==> config.mk <==
export PLATFORM = sky130hd
export DESIGN_NAME = controller
export DESIGN_NICKNAME = d
export VERILOG_FILES = /design/src/source/armCtrlPkg.sv /design/src/source/decodeIf.sv /design/src/source/controlDecoder.sv /design/src/source/aluDecoder.sv /design/src/source/executeStage.sv /design/src/source/memWriteStages.sv /design/src/source/controller.sv
export SDC_FILE = /design/constraint.sdc
export NUM_CORES = 1
export LEC_CHECK = 0
export CAP_MARGIN = 10
export CORE_MARGIN = 2
export CORE_UTILIZATION = 45
export CTS_CLUSTER_SIZE = 30
export DETAILED_ROUTE_END_ITERATION = 7
export DONT_BUFFER_PORTS = 1
export SETUP_SLACK_MARGIN = 0.2
export SLEW_MARGIN = 25
export SYNTH_ARGS = -nofsm -noshare
export SYNTH_HDL_FRONTEND = slang
export SYNTH_SLANG_ARGS = --single-unit
==> constraint.sdc <==
create_clock -name clk -period 2.3 [get_ports clk]
set_input_delay 0.575 -clock clk [delete_from_list [all_inputs] [get_ports clk]]
set_output_delay 0.575 -clock clk [all_outputs]
set_load 0.01 [all_outputs]
==> src/source/armCtrlPkg.sv <==
`default_nettype none

package armCtrlPkg;

  // ========================================
  // Widths
  // ========================================
  localparam int instrWidth   = 32;
  localparam int flagWidth    = 4;            // NZCV
  localparam int aluCtrlWidth = 4;

  // ========================================
  // Condition field, bits 31:28
  // ========================================
  localparam logic [3:0] condEq     = 4'h0;   // Z set
  localparam logic [3:0] condNe     = 4'h1;
  localparam logic [3:0] condCs     = 4'h2;   // Carry set / unsigned higher or same
  localparam logic [3:0] condCc     = 4'h3;
  localparam logic [3:0] condMi     = 4'h4;
  localparam logic [3:0] condPl     = 4'h5;
  localparam logic [3:0] condVs     = 4'h6;
  localparam logic [3:0] condVc     = 4'h7;
  localparam logic [3:0] condHi     = 4'h8;
  localparam logic [3:0] condLs     = 4'h9;
  localparam logic [3:0] condGe     = 4'hA;
  localparam logic [3:0] condLt     = 4'hB;
  localparam logic [3:0] condGt     = 4'hC;
  localparam logic [3:0] condLe     = 4'hD;
  localparam logic [3:0] condAlways = 4'hE;

  // Data processing opcodes, bits 24:21
  localparam logic [3:0] opAnd = 4'h0;
  localparam logic [3:0] opEor = 4'h1;
  localparam logic [3:0] opSub = 4'h2;
  localparam logic [3:0] opRsb = 4'h3;
  localparam logic [3:0] opAdd = 4'h4;
  localparam logic [3:0] opAdc = 4'h5;
  localparam logic [3:0] opSbc = 4'h6;
  localparam logic [3:0] opRsc = 4'h7;
  localparam logic [3:0] opTst = 4'h8;
  localparam logic [3:0] opTeq = 4'h9;
  localparam logic [3:0] opCmp = 4'hA;
  localparam logic [3:0] opCmn = 4'hB;
  localparam logic [3:0] opOrr = 4'hC;
  localparam logic [3:0] opMov = 4'hD;
  localparam logic [3:0] opBic = 4'hE;
  localparam logic [3:0] opMvn = 4'hF;

  // Instruction class, bits 27:26
  localparam logic [1:0] classData   = 2'b00;
  localparam logic [1:0] classMem    = 2'b01;
  localparam logic [1:0] classBranch = 2'b10;

  localparam logic [3:0] pcReg = 4'd15;

  // ========================================
  // Instruction word views
  // ========================================
  typedef struct packed {
    logic [3:0]  cond;
    logic [1:0]  instrClass;
    logic        immediate;                   // Operand2 is rotated immediate
    logic [3:0]  opcode;
    logic        sBit;                        // Set flags
    logic [3:0]  rn;
    logic [3:0]  rd;
    logic [11:0] operand2;
  } dpFields;

  typedef struct packed {
    logic [3:0]  cond;
    logic [1:0]  instrClass;
    logic        regOffset;                   // Offset from Rm, else 12-bit immediate
    logic        preIndex;
    logic        up;                          // Add offset, else subtract
    logic        byteBit;
    logic        writeBack;
    logic        load;
    logic [3:0]  rn;
    logic [3:0]  rd;
    logic [11:0] offset;
  } memFields;

  typedef union packed {
    dpFields  dp;
    memFields mem;
  } instrWord;

endpackage

`default_nettype wire

==> src/source/decodeIf.sv <==
`default_nettype none

// Decode controls from both decoders into Execute
interface decodeIf;
  // Main decoder side
  logic       aluSrc;                         // Immediate operand B
  logic       memtoReg;
  logic       regWrite;
  logic       memWrite;
  logic       branch;
  logic       byteAccess;
  logic       pcSrc;                          // Writes the PC
  logic [3:0] cond;

  // ALU decoder side
  logic [armCtrlPkg::aluCtrlWidth-1:0] aluControl;
  logic [1:0] flagWrite;                      // {NZ, CV}
  logic       noWrite;                        // Compare type, no Rd write

  modport mainSide (output aluSrc, memtoReg, regWrite, memWrite, branch, byteAccess,
                    pcSrc, cond);
  modport aluSide (output aluControl, flagWrite, noWrite);
  modport execute (input aluSrc, memtoReg, regWrite, memWrite, branch, byteAccess,
                   pcSrc, cond, aluControl, flagWrite, noWrite);
endinterface

`default_nettype wire

==> src/source/controlDecoder.sv <==
`default_nettype none

module controlDecoder (
  input  armCtrlPkg::instrWord instr,
  output logic [1:0]           regSrc,        // {store reads Rd, branch reads PC}
  output logic [1:0]           immSrc,        // 00 DP, 01 mem, 10 branch
  decodeIf.mainSide            ctrl
);

  logic [8:0] controls;
  logic       cmpType;                        // TST/TEQ/CMP/CMN space
  logic       extraSpace;                     // Multiply and halfword encodings

  assign cmpType    = (instr.dp.instrClass == armCtrlPkg::classData) &
                      (instr.dp.opcode[3:2] == 2'b10);
  assign extraSpace = ~instr.dp.immediate & instr.dp.operand2[7] & instr.dp.operand2[4];

  // Control word
  // regSrc_immSrc_aluSrc_memtoReg_regWrite_memWrite_branch
  always_comb begin
    controls = '0;                            // Unsupported words stay all zero
    case (instr.dp.instrClass)
      armCtrlPkg::classData: begin
        if (extraSpace)
          controls = '0;                      // MUL, LDRH/STRH not kept
        else if (cmpType & ~instr.dp.sBit)
          controls = '0;                      // MRS, MSR, BX share this space
        else if (instr.dp.immediate)
          controls = 9'b00_00_1_0_1_0_0;      // DP immediate
        else
          controls = 9'b00_00_0_0_1_0_0;      // DP register
      end
      armCtrlPkg::classMem: begin
        if (instr.mem.regOffset & instr.mem.offset[4])
          controls = '0;                      // Undefined space
        else if (instr.mem.load)
          controls = {2'b00, 2'b01, ~instr.mem.regOffset, 4'b1_1_0_0};   // LDR/LDRB
        else
          controls = {2'b10, 2'b01, ~instr.mem.regOffset, 4'b0_0_1_0};   // STR/STRB
      end
      armCtrlPkg::classBranch: controls = 9'b01_10_1_0_0_0_1;  // B, link bit ignored
      default: controls = '0;                 // Coprocessor, SWI
    endcase
  end

  assign {regSrc, immSrc, ctrl.aluSrc, ctrl.memtoReg, ctrl.regWrite,
          ctrl.memWrite, ctrl.branch} = controls;

  assign ctrl.byteAccess = instr.mem.byteBit & (ctrl.memtoReg | ctrl.memWrite);

  // Branch, or any real write to R15 (compares excluded)
  assign ctrl.pcSrc = ctrl.branch |
                      (ctrl.regWrite & ~cmpType & (instr.dp.rd == armCtrlPkg::pcReg));

  assign ctrl.cond = instr.dp.cond;           // Checked in Execute

endmodule

`default_nettype wire

==> src/source/aluDecoder.sv <==
`default_nettype none

module aluDecoder (
  input  armCtrlPkg::instrWord instr,
  decodeIf.aluSide             ctrl
);

  logic logicalOp;
  logic extraSpace;

  assign extraSpace = ~instr.dp.immediate & instr.dp.operand2[7] & instr.dp.operand2[4];

  // Logical ops leave C and V alone (no shifter carry)
  always_comb begin
    case (instr.dp.opcode)
      armCtrlPkg::opAnd, armCtrlPkg::opEor, armCtrlPkg::opTst, armCtrlPkg::opTeq,
      armCtrlPkg::opOrr, armCtrlPkg::opMov, armCtrlPkg::opBic,
      armCtrlPkg::opMvn: logicalOp = 1'b1;
      armCtrlPkg::opSub, armCtrlPkg::opRsb, armCtrlPkg::opAdd, armCtrlPkg::opAdc,
      armCtrlPkg::opSbc, armCtrlPkg::opRsc, armCtrlPkg::opCmp,
      armCtrlPkg::opCmn: logicalOp = 1'b0;
      default: logicalOp = 1'b0;
    endcase
  end

  always_comb begin
    ctrl.aluControl = armCtrlPkg::opAdd;      // Branch target and default
    ctrl.flagWrite  = 2'b00;
    ctrl.noWrite    = 1'b0;
    case (instr.dp.instrClass)
      armCtrlPkg::classData: begin
        ctrl.aluControl = instr.dp.opcode;    // Opcode goes straight to the ALU
        ctrl.flagWrite  = {2{instr.dp.sBit & ~extraSpace}} & {1'b1, ~logicalOp};
        ctrl.noWrite    = instr.dp.opcode[3:2] == 2'b10;  // TST TEQ CMP CMN
      end
      armCtrlPkg::classMem:                   // Rn +/- offset
        ctrl.aluControl = instr.mem.up ? armCtrlPkg::opAdd : armCtrlPkg::opSub;
      default: ;
    endcase
  end

endmodule

`default_nettype wire

==> src/source/executeStage.sv <==
`default_nettype none

module executeStage (
  input  logic                                  clk,
  input  logic                                  arstN,
  input  logic                                  stallE,
  input  logic                                  flushE,
  decodeIf.execute                              dec,
  input  logic [armCtrlPkg::flagWidth-1:0]      aluFlagsE,    // NZCV from the ALU
  output logic                                  aluSrcE,
  output logic [armCtrlPkg::aluCtrlWidth-1:0]   aluControlE,
  output logic                                  branchTakenE,
  output logic                                  memWriteE,
  output logic                                  memtoRegE,
  output logic                                  regWriteE,
  output logic                                  pcSrcE,
  output logic                                  byteE,
  output logic [armCtrlPkg::flagWidth-1:0]      flagsE        // Architectural NZCV
);

  logic       regWriteRaw, memWriteRaw, branchRaw, pcSrcRaw, noWriteE;
  logic [1:0] flagWriteE;                     // {NZ, CV}
  logic [3:0] condE;
  logic       condPass;
  logic       n, z, c, v;

  // ========================================
  // Execute pipeline register
  // ========================================
  always_ff @(posedge clk or negedge arstN) begin
    if (!arstN) begin
      aluSrcE     <= 1'b0;
      aluControlE <= armCtrlPkg::opAnd;       // All-zero code
      memtoRegE   <= 1'b0;
      regWriteRaw <= 1'b0;
      memWriteRaw <= 1'b0;
      branchRaw   <= 1'b0;
      byteE       <= 1'b0;
      pcSrcRaw    <= 1'b0;
      flagWriteE  <= 2'b00;
      noWriteE    <= 1'b0;
      condE       <= '0;
    end else if (!stallE) begin               // Stall holds and masks flush
      if (flushE) begin
        // Bubble
        aluSrcE     <= 1'b0;
        aluControlE <= armCtrlPkg::opAnd;
        memtoRegE   <= 1'b0;
        regWriteRaw <= 1'b0;
        memWriteRaw <= 1'b0;
        branchRaw   <= 1'b0;
        byteE       <= 1'b0;
        pcSrcRaw    <= 1'b0;
        flagWriteE  <= 2'b00;
        noWriteE    <= 1'b0;
        condE       <= armCtrlPkg::condAlways;
      end else begin
        aluSrcE     <= dec.aluSrc;
        aluControlE <= dec.aluControl;
        memtoRegE   <= dec.memtoReg;
        regWriteRaw <= dec.regWrite;
        memWriteRaw <= dec.memWrite;
        branchRaw   <= dec.branch;
        byteE       <= dec.byteAccess;
        pcSrcRaw    <= dec.pcSrc;
        flagWriteE  <= dec.flagWrite;
        noWriteE    <= dec.noWrite;
        condE       <= dec.cond;
      end
    end
  end

  // ========================================
  // Condition check
  // ========================================
  assign {n, z, c, v} = flagsE;

  always_comb begin
    case (condE)
      armCtrlPkg::condEq:     condPass = z;
      armCtrlPkg::condNe:     condPass = ~z;
      armCtrlPkg::condCs:     condPass = c;
      armCtrlPkg::condCc:     condPass = ~c;
      armCtrlPkg::condMi:     condPass = n;
      armCtrlPkg::condPl:     condPass = ~n;
      armCtrlPkg::condVs:     condPass = v;
      armCtrlPkg::condVc:     condPass = ~v;
      armCtrlPkg::condHi:     condPass = c & ~z;
      armCtrlPkg::condLs:     condPass = ~c | z;
      armCtrlPkg::condGe:     condPass = (n == v);
      armCtrlPkg::condLt:     condPass = (n != v);
      armCtrlPkg::condGt:     condPass = ~z & (n == v);
      armCtrlPkg::condLe:     condPass = z | (n != v);
      armCtrlPkg::condAlways: condPass = 1'b1;
      default:                condPass = 1'b0;   // NV never executes
    endcase
  end

  // Flags, NZ and CV groups written separately
  always_ff @(posedge clk or negedge arstN) begin
    if (!arstN) begin
      flagsE <= '0;
    end else if (!stallE && condPass) begin
      if (flagWriteE[1]) flagsE[3:2] <= aluFlagsE[3:2];
      if (flagWriteE[0]) flagsE[1:0] <= aluFlagsE[1:0];
    end
  end

  // Gated controls
  assign branchTakenE = branchRaw & condPass;
  assign memWriteE    = memWriteRaw & condPass;
  assign regWriteE    = regWriteRaw & condPass & ~noWriteE;   // Compares write no Rd
  assign pcSrcE       = pcSrcRaw & condPass;

endmodule

`default_nettype wire

==> src/source/memWriteStages.sv <==
`default_nettype none

module memWriteStages (
  input  logic clk,
  input  logic arstN,
  input  logic stallM,
  input  logic stallW,
  input  logic flushW,
  input  logic memWriteE,                     // Already condition gated
  input  logic memtoRegE,
  input  logic regWriteE,
  input  logic pcSrcE,
  input  logic byteE,
  output logic memWriteM,
  output logic regWriteM,
  output logic pcSrcM,
  output logic byteM,
  output logic memtoRegW,
  output logic regWriteW,
  output logic pcSrcW
);

  logic memtoRegM;

  // Memory register, enable only
  always_ff @(posedge clk or negedge arstN) begin
    if (!arstN) begin
      {memWriteM, memtoRegM, regWriteM, pcSrcM, byteM} <= '0;
    end else if (!stallM) begin
      {memWriteM, memtoRegM, regWriteM, pcSrcM, byteM} <=
        {memWriteE, memtoRegE, regWriteE, pcSrcE, byteE};
    end
  end

  // Writeback register, flush wins over stall
  always_ff @(posedge clk or negedge arstN) begin
    if (!arstN)
      {memtoRegW, regWriteW, pcSrcW} <= '0;
    else if (flushW)
      {memtoRegW, regWriteW, pcSrcW} <= '0;
    else if (!stallW)
      {memtoRegW, regWriteW, pcSrcW} <= {memtoRegM, regWriteM, pcSrcM};
  end

endmodule

`default_nettype wire

==> src/source/controller.sv <==
`default_nettype none

module controller (
  input  logic                                clk,
  input  logic                                arstN,
  input  logic [armCtrlPkg::instrWidth-1:0]   instrD,
  input  logic [armCtrlPkg::flagWidth-1:0]    aluFlagsE,
  // Hazard unit
  input  logic                                stallE,
  input  logic                                flushE,
  input  logic                                stallM,
  input  logic                                stallW,
  input  logic                                flushW,
  // Datapath controls
  output logic [1:0]                          regSrcD,
  output logic [1:0]                          immSrcD,
  output logic                                aluSrcE,
  output logic [armCtrlPkg::aluCtrlWidth-1:0] aluControlE,
  output logic                                branchTakenE,
  output logic                                memtoRegE,
  output logic [armCtrlPkg::flagWidth-1:0]    flagsE,
  output logic                                memWriteM,
  output logic                                regWriteM,
  output logic                                byteM,
  output logic                                memtoRegW,
  output logic                                regWriteW,
  output logic                                pcSrcW,
  output logic                                pcWrPendingF    // To hazard unit
);

  armCtrlPkg::instrWord instrU;
  logic memWriteE, regWriteE, pcSrcE, byteE;  // Execute to Memory
  logic pcSrcM;

  decodeIf decBus ();

  assign instrU = instrD;                     // Same bits, two views

  // ========================================
  // Decode
  // ========================================
  controlDecoder mainDec (
    .instr  (instrU),
    .regSrc (regSrcD),
    .immSrc (immSrcD),
    .ctrl   (decBus.mainSide)
  );

  aluDecoder aluDec (
    .instr (instrU),
    .ctrl  (decBus.aluSide)
  );

  // ========================================
  // Execute, Memory, Writeback
  // ========================================
  executeStage exStage (
    .clk          (clk),
    .arstN        (arstN),
    .stallE       (stallE),
    .flushE       (flushE),
    .dec          (decBus.execute),
    .aluFlagsE    (aluFlagsE),
    .aluSrcE      (aluSrcE),
    .aluControlE  (aluControlE),
    .branchTakenE (branchTakenE),
    .memWriteE    (memWriteE),
    .memtoRegE    (memtoRegE),
    .regWriteE    (regWriteE),
    .pcSrcE       (pcSrcE),
    .byteE        (byteE),
    .flagsE       (flagsE)
  );

  memWriteStages mwStages (
    .clk       (clk),
    .arstN     (arstN),
    .stallM    (stallM),
    .stallW    (stallW),
    .flushW    (flushW),
    .memWriteE (memWriteE),
    .memtoRegE (memtoRegE),
    .regWriteE (regWriteE),
    .pcSrcE    (pcSrcE),
    .byteE     (byteE),
    .memWriteM (memWriteM),
    .regWriteM (regWriteM),
    .pcSrcM    (pcSrcM),
    .byteM     (byteM),
    .memtoRegW (memtoRegW),
    .regWriteW (regWriteW),
    .pcSrcW    (pcSrcW)
  );

  // PC write in flight anywhere before Writeback
  assign pcWrPendingF = decBus.pcSrc | pcSrcE | pcSrcM;

endmodule

`default_nettype wire

Word level (Yosys, flattened, before mapping)
Memory sizes are Yosys's and may differ from the RTL's.
Cells that the tools add are included.
{"block": "word_totals", "register_bits": 30, "romBits": 16, "input_bits": 43, "output_inout_bits": 22, "wordCells": 110, "mem_count": 1}
{"block": "op_classes", "eq_ne": 21, "muxes": 28, "bitwise": 33, "reduce_logical": 6}
{"memory": "(no name shown)", "words": 16, "word_bits": 1, "read_ports": 1, "rd_clocked_by_memory_dff": 0, "wr": 0, "line_no": "aluDecoder.sv:15", "rtl": "case (instr.dp.opcode)"}
{"op": "$mux W9", "n": 4}
{"op": "$eq A4 B4 Y1 const B", "n": 8}
{"op": "$pmux W9 S3", "n": 1}
{"op": "$and A1 B1 Y1", "n": 16}
{"op": "$eq A4 B3 Y1 const B", "n": 4}
{"op": "$mux W1", "n": 15}
{"op": "$pmux W1 S15", "n": 1}
{"op": "$not A1 Y1", "n": 10}
{"op": "$eq A4 B2 Y1 const B", "n": 2}
{"op": "$mux W4", "n": 2}
{"op": "$pmux W4 S2", "n": 1}
{"op": "$or A1 B1 Y1", "n": 6}
{"op": "$mux W5", "n": 1}
{"op": "$eq A2 B2 Y1 const B", "n": 2}
{"op": "$eq A4 B1 Y1 const B", "n": 1}
{"op": "$logic_not A4 Y1", "n": 1}
{"op": "$mux W2", "n": 2}
{"op": "$reduce_and A2 Y1", "n": 2}
{"op": "$mux W3", "n": 1}
{"op": "$and A2 B2 Y2", "n": 1}
{"op": "$eq A2 B1 Y1 const B", "n": 1}
{"op": "$logic_not A2 Y1", "n": 1}
{"op": "$ne A2 B1 Y1 const B", "n": 1}
{"op": "$eq A1 B1 Y1", "n": 1}
{"op": "3 further kinds", "n": 3}

Depth between registers and ports, before layout
{"block": "logic_depth", "ltp_word": 11, "depth_mapped": 6, "mapped_depth_nobuf": 6}

Cells and area by module
Synthesis repeated with hierarchy kept, for this count alone.
{"block": "hier_totals", "hier_cells": 164, "area_unflattened_um2": 1700.4}
{"mod": "executeStage", "instances": 1, "cells_per_inst": 104, "area_per_inst_um2": 1136.1, "seq_area_each_um2": 550.5}
{"mod": "memWriteStages", "instances": 1, "cells_per_inst": 19, "area_per_inst_um2": 297.8, "seq_area_each_um2": 200.2}
{"mod": "controlDecoder", "instances": 1, "cells_per_inst": 27, "area_per_inst_um2": 173.9, "seq_area_each_um2": 0.0}
{"mod": "aluDecoder", "instances": 1, "cells_per_inst": 13, "area_per_inst_um2": 86.3, "seq_area_each_um2": 0.0}
{"mod": "controller", "instances": 1, "cells_per_inst": 1, "area_per_inst_um2": 6.3, "seq_area_each_um2": 0.0}

Worst setup path after synthesis
No wires, ideal clock.
{"block": "synth_path", "kind": "register -> output", "start": "register exStage.flagsE[3] (netlist bit)", "end": "output branchTakenE", "arrival_time_ps": 1680, "t_required_ps": 1725, "slack_ps": 45, "stages_incl_launch_ff": 6, "path_buffers": 0, "path_cell_list": "dfrtp_1 or4b_1 a311o_1 o311a_2 nand3_1 and2_1"}
{"block": "synth_via", "elab_chain_len": 4, "elab_cells_between_ends": 7, "cone_classes": "eq/ne (2); mux (1); bitwise (4)"}
{"element": "from (decl)", "line_no": "executeStage.sv:18", "rtl": "output logic [armCtrlPkg::flagWidth-1:0] flagsE"}
{"element": "$ne A1 B1 Y1 / $eq A1 B1 Y1 (equally long branches)"}
{"element": "$or A1 B1 Y1 / $and A1 B1 Y1 (equally long branches)", "line_no": "executeStage.sv:93, executeStage.sv:92"}
{"element": "$pmux W1 S15 (*)", "line_no": "executeStage.sv:79", "rtl": "case (condE)"}
{"element": "$and A1 B1 Y1 (*)", "line_no": "executeStage.sv:110", "rtl": "assign branchTakenE = branchRaw & condPass;"}
{"element": "to (decl)", "line_no": "controller.sv:19", "rtl": "output logic branchTakenE,"}
Mark *: on every way between the ends. The rest lies on a longest branch, timed or not.

Final worst setup path
{"block": "layout_path", "start": "register exStage.condE[2]", "end": "output pcWrPendingF"}
{"block": "layout_via", "elab_chain_len": 5, "elab_cells_between_ends": 19, "cone_classes": "eq/ne (14); mux (1); bitwise (3); reduce/logical (1)"}
{"element": "from (decl)", "line_no": "executeStage.sv:23", "rtl": "logic [3:0] condE;"}
{"element": "from (signal assigned)", "line_no": "executeStage.sv:56", "rtl": "condE <= armCtrlPkg::condAlways;"}
{"element": "from (signal assigned)", "line_no": "executeStage.sv:68", "rtl": "condE <= dec.cond;"}
{"element": "$eq A4 B4 Y1 (tied with other cells)", "line_no": "executeStage.sv:79"}
{"element": "$pmux W1 S15 (*)", "line_no": "executeStage.sv:79"}
{"element": "$and A1 B1 Y1 (*)", "line_no": "executeStage.sv:113", "rtl": "assign pcSrcE = pcSrcRaw & condPass;"}
{"element": "$or A1 B1 Y1 (*) (2 in a row)", "line_no": "controller.sv:96", "rtl": "assign pcWrPendingF = decBus.pcSrc | pcSrcE | pcSrcM;"}
{"element": "to (decl)", "line_no": "controller.sv:28", "rtl": "output logic pcWrPendingF"}
Marks and branches as above.

==> out/summary.txt <==
Run status -> finished with violations
Failing checks -> setup timing
Post-Syn Area per Cell -> 10.50 um2
Starting density of the core -> 47.21%
Count leader, synth -> dfrtp_1
Slew margin rel. -> 75.87%
Placed Cells -> 195
Crit path launch type -> flop
# rows -> 21
Hold Path Class -> in -> async
Minimum clock period -> 2571 ps
Top-Level Pins -> 65
Leakage Power -> 0.8443 nW
Setup Skew -> 8.678 ps
Netlist Area Pre-Place -> 0.001575 mm2
Pre-CTS WS -> 10.17 ps
Fillcell total -> 318
Data required, critical path -> 1730 ps
Initial antenna violation count -> 0
NetSw -> 0.0003676 W
Grt met3 use -> 6.786%
CP Depth -> 5
GRT met2 Usage -> 30.05%
First-pass GRT wire length -> 6.023 mm
Total grt overflow -> 0
GRT Max-Usage Layer -> met2
Slew at the pin closest to its max-slew limit -> 361.9 ps
EDFF count, synth -> 0
WS Path Type -> reg -> out
TritonCTS Sinks -> 30
Synth cell count leaders -> dfrtp_1, nand2_1, a22o_1
Final Hold Viols -> 0
Antenna-violating nets left -> 0
Fin Setup TNS -> -675.1 ps
Area delta synth->final -> 16.04%
Wirelength per Cell -> 16.38 um
Clk root buf -> clkbuf_4
Clk Latency, worst-skew pair -> 320 ps
Max-slew violations -> 0
Largest net degree at the start of global routing -> 31
Crit end category -> output pin
Synth unique cells -> 46
Die W -> 63.17 um
Total power -> 0.001319 W
Final setup viols -> 4
Fin crit share -> 111.8%
WL final -> 3.424 mm
Crit Path Max Fanout -> 5
Internal power -> 0.0009510 W
CP Launch Point -> exStage.condE[2]$_DFFE_PN0N_
Max rail drop VDD -> 0.3422 mV
Cts bufs inserted -> 5
Power density cells -> 721.4 mW/mm2
Post-DP HPWL -> 2.431 mm
Die Span Y -> 63.17 um
Synth area leader -> dfrtp_1
Finished Layout Cells -> 209
Hold Worst Slack -> 60.95 ps
Reg2reg start -> exStage.condE[2]$_DFFE_PN0N_
Clock-pin transition on the worst setup and hold timing paths -> 100 ps
Die Area -> 0.003990 mm2
Fmax -> 389.0 MHz
Switching part of the total power -> 27.88%
Vias in the first global route -> 1240
Largest cells by area after synthesis -> dfrtp_1, a22o_1, mux2i_1
Mapped Cells -> 150
Port Buf Inserts -> 0
Total number of vias -> 1233
GR Util met1 -> 24.65%
Core Box Area -> 0.003337 mm2
Total GRT Usage -> 19.18%
Antenna diode count -> 0
Clock Path Buffers -> 2
Yosys warning count -> 0
Layout cell share with drive strength beyond 1 -> 23.93%
Comb pwr share -> 21.7%
Max Cap Viol -> 0
FFs w/ async S/R, synth -> 100.0%
Slowest cell delay on critical path -> 530 ps
Main flop type after synthesis -> dfrtp_1
Placer congestion estimate -> 0.8702
Layout Nets -> 205
Register bit total from synthesis -> 30
Critical path's top delay family -> compound AO/OA/AOI/OAI gates
Top cell type's share of synthesized area -> 47.66%
Reg2Reg Depth -> 6
Vias/cell -> 5.900
Sequential share of the synthesized area -> 47.66%
WP data arrival -> 2000 ps
Worst Slack Setup Final -> -270.7 ps
Clock power share -> 30.9%
Net count after synthesis -> 193
CTS tree -> done
DR pass1 iterations -> 4
Number of DRC markers in iteration 0 -> 76
Slowest stage cell, crit path -> or4b_1
Flop pwr share -> 47.4%
Critical path buffers and inverters -> 0
Critical-path cell list -> or4b_1 -> a311o_1 -> o311a_4 -> nand3_4 -> a211o_1
DR DRC count -> 0
Unrepaired setup endpoints after global routing -> yes
# H-tree levels -> 2
## what timing repair did
action	4_1_cts	5_1_grt
setup buffers	3	2
gates resized for setup	3	5
pin swaps	1	4
endpoints found under the setup margin	6	6
hold buffers	1	0
hold endpoints to repair	30	0
## final timing paths
kind                                                     end  slack (ps)
max reg2reg                    exStage.flagsE[0]$_DFFE_PN0P_         -80
max                                             pcWrPendingF        -270
min                             exStage.condE[2]$_DFFE_PN0N_          60
min reg2reg                exStage.flagWriteE[1]$_DFFE_PN0N_         490
max in group asynchronous       exStage.condE[3]$_DFFE_PN0N_        2070
min in group clk              mwStages.regWriteW$_DFFE_PN0P_         300
## logic make-up (layout without fill, tap and decap cells)
kind of cell,count (synthesis),in the layout,synth area share [%]
and+or+nand+nor,52,52,17.47
AOI/OAI and AO/OA,37,37,19.22
DFF,30,30,47.66
buffers and inverters,17,30,6.274
muxes,13,13,8.816
xor gates and xnor gates,1,1,0.5561
## cell type report
class	count	area, um2	share of cell area [%]
multi-input combinational	103	777.0	42.51
sequential	30	753.2	41.20
timing repair buffer	17	143.9	7.871
tap	46	57.56	3.149
clock inverter	3	40.04	2.190
clock buffer	5	37.54	2.053
inverter	5	18.77	1.027
## layer usage
metal,routed length [um],vias to the layer above
met5,0,-
met4,87,0
met3,244,10
met2,1596,44
met1,1496,605
li1,-,574
## sequential cells by signal (all words and copies together) (netlist names), 2 cells and up
signal,count
exStage.aluControlE,4
exStage.condE,4
exStage.flagsE,4
exStage.flagWriteE,2
## cell usage in the layout (no fill, tap or decap), drive strengths merged, types with 3 or more instances in the layout
cell	n
nor2b	4
mux2i	6
a22o	12
nand3	4
dfrtp	30
a21oi	3
inv	5
buf	17
nand2	14
o21ai	6
mux2	7
clkbuf	5
nor2	11
## power groups by stage
stage               Sequential, W  Combinational, W  Clock (W)
floorplan                0.000631          0.000172          0
global placement         0.000636          0.000216          0
detailed placement       0.000637          0.000221          0
CTS                      0.000625          0.000264   0.000422
global route             0.000635          0.000316   0.000452
finish                   0.000625          0.000287   0.000407
## metrics by stage
stage | util, % | cell area, um2
after floorplan | - | 1584
after global placement | 49.27 | 1644
after detailed placement | 49.27 | 1644
after CTS | 53.62 | 1789
after global routing | 54.78 | 1828
final | 54.78 | 1828
Note: power is estimated with default switching activity, not from simulation.
